**src/common/dcache_pkg.sv**
```systemverilog
`default_nettype none

package dcache_pkg;

    // address and data geometry
    parameter int addr_w         = 32;
    parameter int word_w         = 32;
    parameter int words_per_line = 4;
    parameter int offset_w       = 4;
    parameter int line_w         = word_w * words_per_line;
    parameter int strb_w         = word_w / 8;

    // associativity
    parameter int num_ways = 2;

    // controller states
    typedef enum logic [2:0] {
        st_idle,
        st_lookup,
        st_dirty_wb,
        st_replace,
        st_refill,
        st_respond
    } cache_state_e;

    // cpu request opcode
    typedef enum logic {
        op_load  = 1'b0,
        op_store = 1'b1
    } req_op_e;

endpackage

`default_nettype wire

```
**src/dcache/dcache_ctrl.sv**
```systemverilog
`timescale 1ns/1ps
`default_nettype none

module dcache_ctrl #(
    parameter int index_w = 8,
    localparam int tag_w = dcache_pkg::addr_w - index_w - dcache_pkg::offset_w
) (
    input  logic                              clk,
    input  logic                              resetn,
    input  logic                              valid,
    input  logic                              op,
    input  logic [index_w-1:0]                index,
    input  logic [tag_w-1:0]                  tag,
    input  logic [dcache_pkg::offset_w-1:0]   offset,
    input  logic [dcache_pkg::strb_w-1:0]     wstrb,
    input  logic [dcache_pkg::word_w-1:0]     wdata,
    output logic                              addr_ok,
    output logic                              data_ok,
    output logic [dcache_pkg::word_w-1:0]     rdata,
    output logic                              rd_req,
    output logic [dcache_pkg::addr_w-1:0]     rd_addr,
    input  logic                              rd_rdy,
    input  logic                              ret_valid,
    input  logic                              ret_last,
    input  logic [dcache_pkg::word_w-1:0]     ret_data,
    output logic                              wr_req,
    output logic [dcache_pkg::addr_w-1:0]     wr_addr,
    output logic [dcache_pkg::line_w-1:0]     wr_data,
    input  logic                              wr_rdy,
    output logic [index_w-1:0]                look_index,
    output logic [tag_w-1:0]                  look_tag,
    input  logic                              hit,
    input  logic                              hit_way,
    input  logic [dcache_pkg::num_ways-1:0]   way_valid,
    input  logic [dcache_pkg::num_ways-1:0]   way_dirty,
    input  logic [tag_w-1:0]                  way_tag0,
    input  logic [tag_w-1:0]                  way_tag1,
    output logic                              tag_we,
    output logic                              tag_we_way,
    output logic                              tag_dirty_in,
    output logic                              dirty_set,
    output logic                              data_we_way,
    output logic [1:0]                        data_we_word,
    output logic [dcache_pkg::strb_w-1:0]     data_we_strb,
    output logic [dcache_pkg::word_w-1:0]     data_wdata,
    output logic                              data_rd_way,
    input  logic [dcache_pkg::line_w-1:0]     line_rdata
);

    import dcache_pkg::*;

    cache_state_e       state;
    cache_state_e       state_nxt;
    req_op_e            buf_op;
    logic [index_w-1:0] buf_index;
    logic [tag_w-1:0]   buf_tag;
    logic [1:0]         buf_word;
    logic [strb_w-1:0]  buf_wstrb;
    logic [word_w-1:0]  buf_wdata;
    logic               buf_way;
    logic [15:0]        lfsr;
    logic [1:0]         refill_cnt;
    logic               victim_way;
    logic               victim_dirty;
    logic [tag_w-1:0]   victim_tag;
    logic [word_w-1:0]  refill_word;

    assign addr_ok = valid && (state == st_idle);

    // request buffer, loaded on accept
    always_ff @(posedge clk)
    begin
        if (addr_ok)
        begin
            buf_op    <= req_op_e'(op);
            buf_index <= index;
            buf_tag   <= tag;
            buf_word  <= offset[offset_w-1:2];
            buf_wstrb <= wstrb;
            buf_wdata <= wdata;
        end
    end

    // invalid way first, else a pseudo-random pick
    assign victim_way   = !way_valid[0] ? 1'b0 : (!way_valid[1] ? 1'b1 : lfsr[0]);
    assign victim_dirty = way_valid[victim_way] && way_dirty[victim_way];
    assign victim_tag   = buf_way ? way_tag1 : way_tag0;

    always_ff @(posedge clk)
    begin
        if (state == st_lookup)
            buf_way <= hit ? hit_way : victim_way;
    end

    // galois lfsr, taps 16,14,13,11
    always_ff @(posedge clk)
    begin
        if (!resetn)
            lfsr <= 16'hace1;
        else
            lfsr <= {1'b0, lfsr[15:1]} ^ (lfsr[0] ? 16'hb400 : 16'h0000);
    end

    always_ff @(posedge clk)
    begin
        if (!resetn)
            state <= st_idle;
        else
            state <= state_nxt;
    end

    always_comb
    begin
        state_nxt = state;
        case (state)
            st_idle:     if (valid) state_nxt = st_lookup;
            st_lookup:
            begin
                if (hit)
                    state_nxt = st_idle;
                else if (victim_dirty)
                    state_nxt = st_dirty_wb;
                else
                    state_nxt = st_replace;
            end
            st_dirty_wb: if (wr_rdy) state_nxt = st_replace;
            st_replace:  if (rd_rdy) state_nxt = st_refill;
            st_refill:   if (ret_valid && ret_last) state_nxt = st_respond;
            default:     state_nxt = st_idle;
        endcase
    end

    // beat counter, wraps back to 0 after the fourth beat
    always_ff @(posedge clk)
    begin
        if (!resetn)
            refill_cnt <= 2'd0;
        else if (state == st_refill && ret_valid)
            refill_cnt <= refill_cnt + 2'd1;
    end

    // merge buffered store bytes into the matching beat
    always_comb
    begin
        refill_word = ret_data;
        if (buf_op == op_store && refill_cnt == buf_word)
        begin
            for (int b = 0; b < strb_w; b++)
            begin
                if (buf_wstrb[b])
                    refill_word[8*b +: 8] = buf_wdata[8*b +: 8];
            end
        end
    end

    assign look_index = buf_index;
    assign look_tag   = buf_tag;

    // tag written with the last beat; dirty only for a store
    assign tag_we       = (state == st_refill) && ret_valid && ret_last;
    assign tag_we_way   = (state == st_lookup) ? hit_way : buf_way;
    assign tag_dirty_in = (buf_op == op_store);
    assign dirty_set    = (state == st_lookup) && hit && (buf_op == op_store);

    always_comb
    begin
        data_we_way  = buf_way;
        data_we_word = refill_cnt;
        data_we_strb = '0;
        data_wdata   = refill_word;
        if (state == st_lookup)
        begin
            data_we_way  = hit_way;
            data_we_word = buf_word;
            data_wdata   = buf_wdata;
            if (hit && buf_op == op_store)
                data_we_strb = buf_wstrb;
        end
        else if (state == st_refill && ret_valid)
            data_we_strb = '1;
    end

    assign data_rd_way = (state == st_lookup) ? hit_way : buf_way;

    assign data_ok = ((state == st_lookup) && hit) || (state == st_respond);
    assign rdata   = line_rdata[buf_word*word_w +: word_w];

    // line-aligned memory requests
    assign rd_req  = (state == st_replace);
    assign rd_addr = {buf_tag, buf_index, {offset_w{1'b0}}};
    assign wr_req  = (state == st_dirty_wb);
    assign wr_addr = {victim_tag, buf_index, {offset_w{1'b0}}};
    assign wr_data = line_rdata;

endmodule

`default_nettype wire

```
**config.mk**
```make
export PLATFORM = sky130hd
export DESIGN_NAME = dcache_ctrl
export DESIGN_NICKNAME = d
export VERILOG_FILES = /design/src/common/dcache_pkg.sv /design/src/dcache/dcache_ctrl.sv
export SDC_FILE = /design/constraint.sdc
export NUM_CORES = 1
export LEC_CHECK = 0
export BUFFER_PORTS_ARGS = -buffer_cell sky130_fd_sc_hd__buf_2
export CORE_AREA = 4 4 224 226
export CTS_CLUSTER_DIAMETER = 150
export CTS_CLUSTER_SIZE = 30
export DETAILED_ROUTE_END_ITERATION = 8
export DIE_AREA = 0 0 228 230
export PLACE_DENSITY = 0.39
export SYNTH_ARGS = -nofsm -noshare
export SYNTH_HDL_FRONTEND = slang
export SYNTH_SLANG_ARGS = --single-unit
```
**constraint.sdc**
```tcl
create_clock -name clk -period 8.35 [get_ports clk]
set_input_delay 0.835 -clock clk [delete_from_list [all_inputs] [get_ports clk]]
set_output_delay 0.835 -clock clk [all_outputs]
set_load 0.05 [all_outputs]
```
==> impl_metrics.json <==
{
  "status": "completed",
  "clk_pin_slew_worst_paths_ps": 60,
  "grt_max_degree": 66,
  "crit_chain": "nor3b_2 -> buf_4 -> a41oi_4 -> mux2_2 -> buf_2",
  "cp_max_fo": 11,
  "die_w_um": 228,
  "ir_worst_vdd_mv": 0.132,
  "grt_setup_unrepaired": "no",
  "timing.final.crit_period_ps": 3190,
  "synth.distinct_cells": 35,
  "dp.cells": 1448,
  "grt_pass1_wl_mm": 41.5,
  "fin_worst_hold_slack_ps": 408,
  "core_area_um2": 48300,
  "clk_latency_ps": 360,
  "swShare_pct": 44.9,
  "synth.area.top_cells": "edfxtp_1 (36%), buf_4 (23%), mux4_2 (13%)",
  "drc_errors": 0,
  "rows": 81,
  "grt_pass1_vias": 5215,
  "finalHoldViolCount": 0,
  "track_usage_pct": 11.3,
  "synth_area_um2": 5750,
  "yosys.area.top_type": "edfxtp_1",
  "place_ws_ps": 5480,
  "holdPathEnd": "lfsr[0]$_SDFF_PN1_",
  "clock-sinks": 89,
  "antenna_found_initial": 8,
  "layout_commonest_cell": "buf_2",
  "maxSlewViolCount": 0,
  "cp-start-kind": "register",
  "final_nets": 1119,
  "cpMaxStageDelayCell": "dfxtp_1",
  "hpwlAfterDp_mm": 27.7,
  "ys_seq_area_share_pct": 42.8,
  "cts_htree_levels": 3,
  "routed_via_density": 3.40,
  "drt-initial-drc-count": 141,
  "first_pass_iters": 4,
  "r2r_start": "state[0]$_SDFFE_PN0P_",
  "hp-class": "register to register",
  "reg2reg_to": "buf_wdata[13]$_DFFE_PP_",
  "vias": 5005,
  "hold_depth": 1,
  "intPower_uw": 955,
  "final_layout_size_suffix_gt1_share_pct": 81.7,
  "critical_path.max_stage_delay_ps": 590,
  "finalNonFillerCells": 1470,
  "gp_congestion": 0.920,
  "cts_setup_buffers": 0,
  "finalCritPeriodShare_pct": 38.2,
  "reg2reg_setup_slack_ps": 6040,
  "worstMarginPinSlew_ps": 911,
  "layout_common_cells": "buf_2 (571), edfxtp_1 (68), mux2_2 (54), mux4_2 (32), dfxtp_1 (21)",
  "postCtsHoldBufs": 0,
  "cts-root-buf": "clkbuf_16",
  "synthCells": 437,
  "die_area_um2": 52400,
  "cts.path.max_buffers": 2,
  "start_util_pct": 11.9,
  "p_sw_uw": 777,
  "io_pins": 582,
  "power.density_nw_per_um2": 207,
  "worst-r2r-cell-count": 2,
  "ys_ff_latch": 89,
  "placed_cell_area_um2": 8070,
  "area_growth_pct": 45.7,
  "required_ps": 7520,
  "p_comb_share_pct": 45.2,
  "timing.fmax_ghz": 0.313,
  "worst_slew_margin_rel_pct": 39.3,
  "final_util_pct": 17.3,
  "hp-start": "lfsr[1]$_SDFF_PN0_",
  "p_leak_nw": 3.95,
  "finalClockSkew_ps": 7.30,
  "die_y_um": 230,
  "seq_power_share_pct": 31.4,
  "totalPowerFinal_mw": 1.73,
  "syn_area_per_cell_um2": 13.2,
  "fin_ws_ps": 5160,
  "fin_area_um2": 8370,
  "synth_warnings": 0,
  "fin_setup_tns_ps": 0,
  "fillCellCount": 5410,
  "drt-total-wl_mm": 31.4,
  "synth_top_area_share_pct": 35.5,
  "arrival_ps": 2360,
  "grt_overflow": 0,
  "power.share.clock_pct": 23.5,
  "port_buffers": 571,
  "cts_inserted_buffers": 9,
  "wl_per_cell_um": 21.3,
  "end_kind": "primary output",
  "criticalPathCategory": "register to primary output",
  "postRouteAntennaNets": 0,
  "cts_tree": "done",
  "setup_viol": 0,
  "cap_violations": 0,
  "cts_resized": 0
}
## worst max-delay path, delay by kind of cell, from the launching register on
family / cells / cell delay (ps)
AO/OA/AOI/OAI: 1 / 450
buffers and inverters: 2 / 450
flip-flops: 1 / 590
multiplexers: 1 / 420
AND/OR/NAND/NOR: 1 / 90
## area by class of cell
cell class	count	area, um^2	share of cell area, %
clock inverters	3	41.3	0.493
inverters	2	7.51	0.0897
flip-flops and latches	89	2460	29.4
clock buffers	13	244	2.91
multi-input cells	159	1930	23.0
repair buffers	576	2900	34.6
diodes	6	15.0	0.179
well taps	622	778	9.29
## how the worst max path moves through the flow
stage | startpoint | to | slack [ps] | depth (start not counted)
global placement | state[1]$_SDFFE_PN0P_ | data_wdata[17] | 5440 | 5
global route | state[1]$_SDFFE_PN0P_ | data_wdata[17] | 5010 | 5
floorplan | valid | addr_ok | 2200 | 1
CTS | state[1]$_SDFFE_PN0P_ | data_wdata[17] | 5060 | 5
finish | state[1]$_SDFFE_PN0P_ | data_wdata[17] | 5160 | 5
detailed placement | state[1]$_SDFFE_PN0P_ | data_wdata[17] | 5480 | 5
## sequential cells by signal, indices dropped and copies added (netlist names), 2 cells and up
register / count
buf_wdata: 32
buf_wstrb: 4
look_tag: 20
look_index: 8
state: 3
refill_cnt: 2
lfsr: 16
buf_word: 2
## cells by family (layout without fill, tap and decap cells)
group | after synthesis | in the layout | share of synthesized area, %
compound gates | 15 | 15 | 3.27
xor+xnor | 6 | 6 | 1.18
buf+inv | 196 | 594 | 24.5
flops | 89 | 89 | 42.8
mux | 90 | 90 | 24.0
other cells | 1 | 14 | 0.0652
simple gates | 40 | 40 | 4.16
## power by group through the flow
stage	sequential [mW]	combinational, mW	clock (mW)
floorplan	0.582	0.587	0
CTS	0.545	0.795	0.431
detailed placement	0.553	0.793	0
finish	0.543	0.782	0.407
global placement	0.553	0.795	0
global route	0.548	0.813	0.443
## layer usage
metal | track usage [%] | up-vias | part of all wire [%]
li1 | - | 2192 | -
met1 | 11.4 | 2378 | 35
met2 | 20.5 | 376 | 52
met3 | 3.47 | 55 | 7.6
met4 | 6.60 | 4 | 5.5
met5 | 0 | - | 0.11
## synthesized netlist by cell type (all sizes together)
library cell and n:
xnor2 4, and2 11, clkbuf 10, a41oi 4
nor4b 1, o2bb2ai 1, nor4bb 2, nand3 1
dfxtp 21, inv 2, o21ai 3, nand2b 8
mux2 56, and3b 1, o31ai 1, conb 1
a22oi 1, and3 2, nor2b 1, a221oi 1
nor3b 2, xor2 2, nand2 6, nor2 3
buf 184, edfxtp 68, nor3 2, a21o 4
mux4 32, mux2i 2
Note: power is estimated with default switching activity, not from simulation.
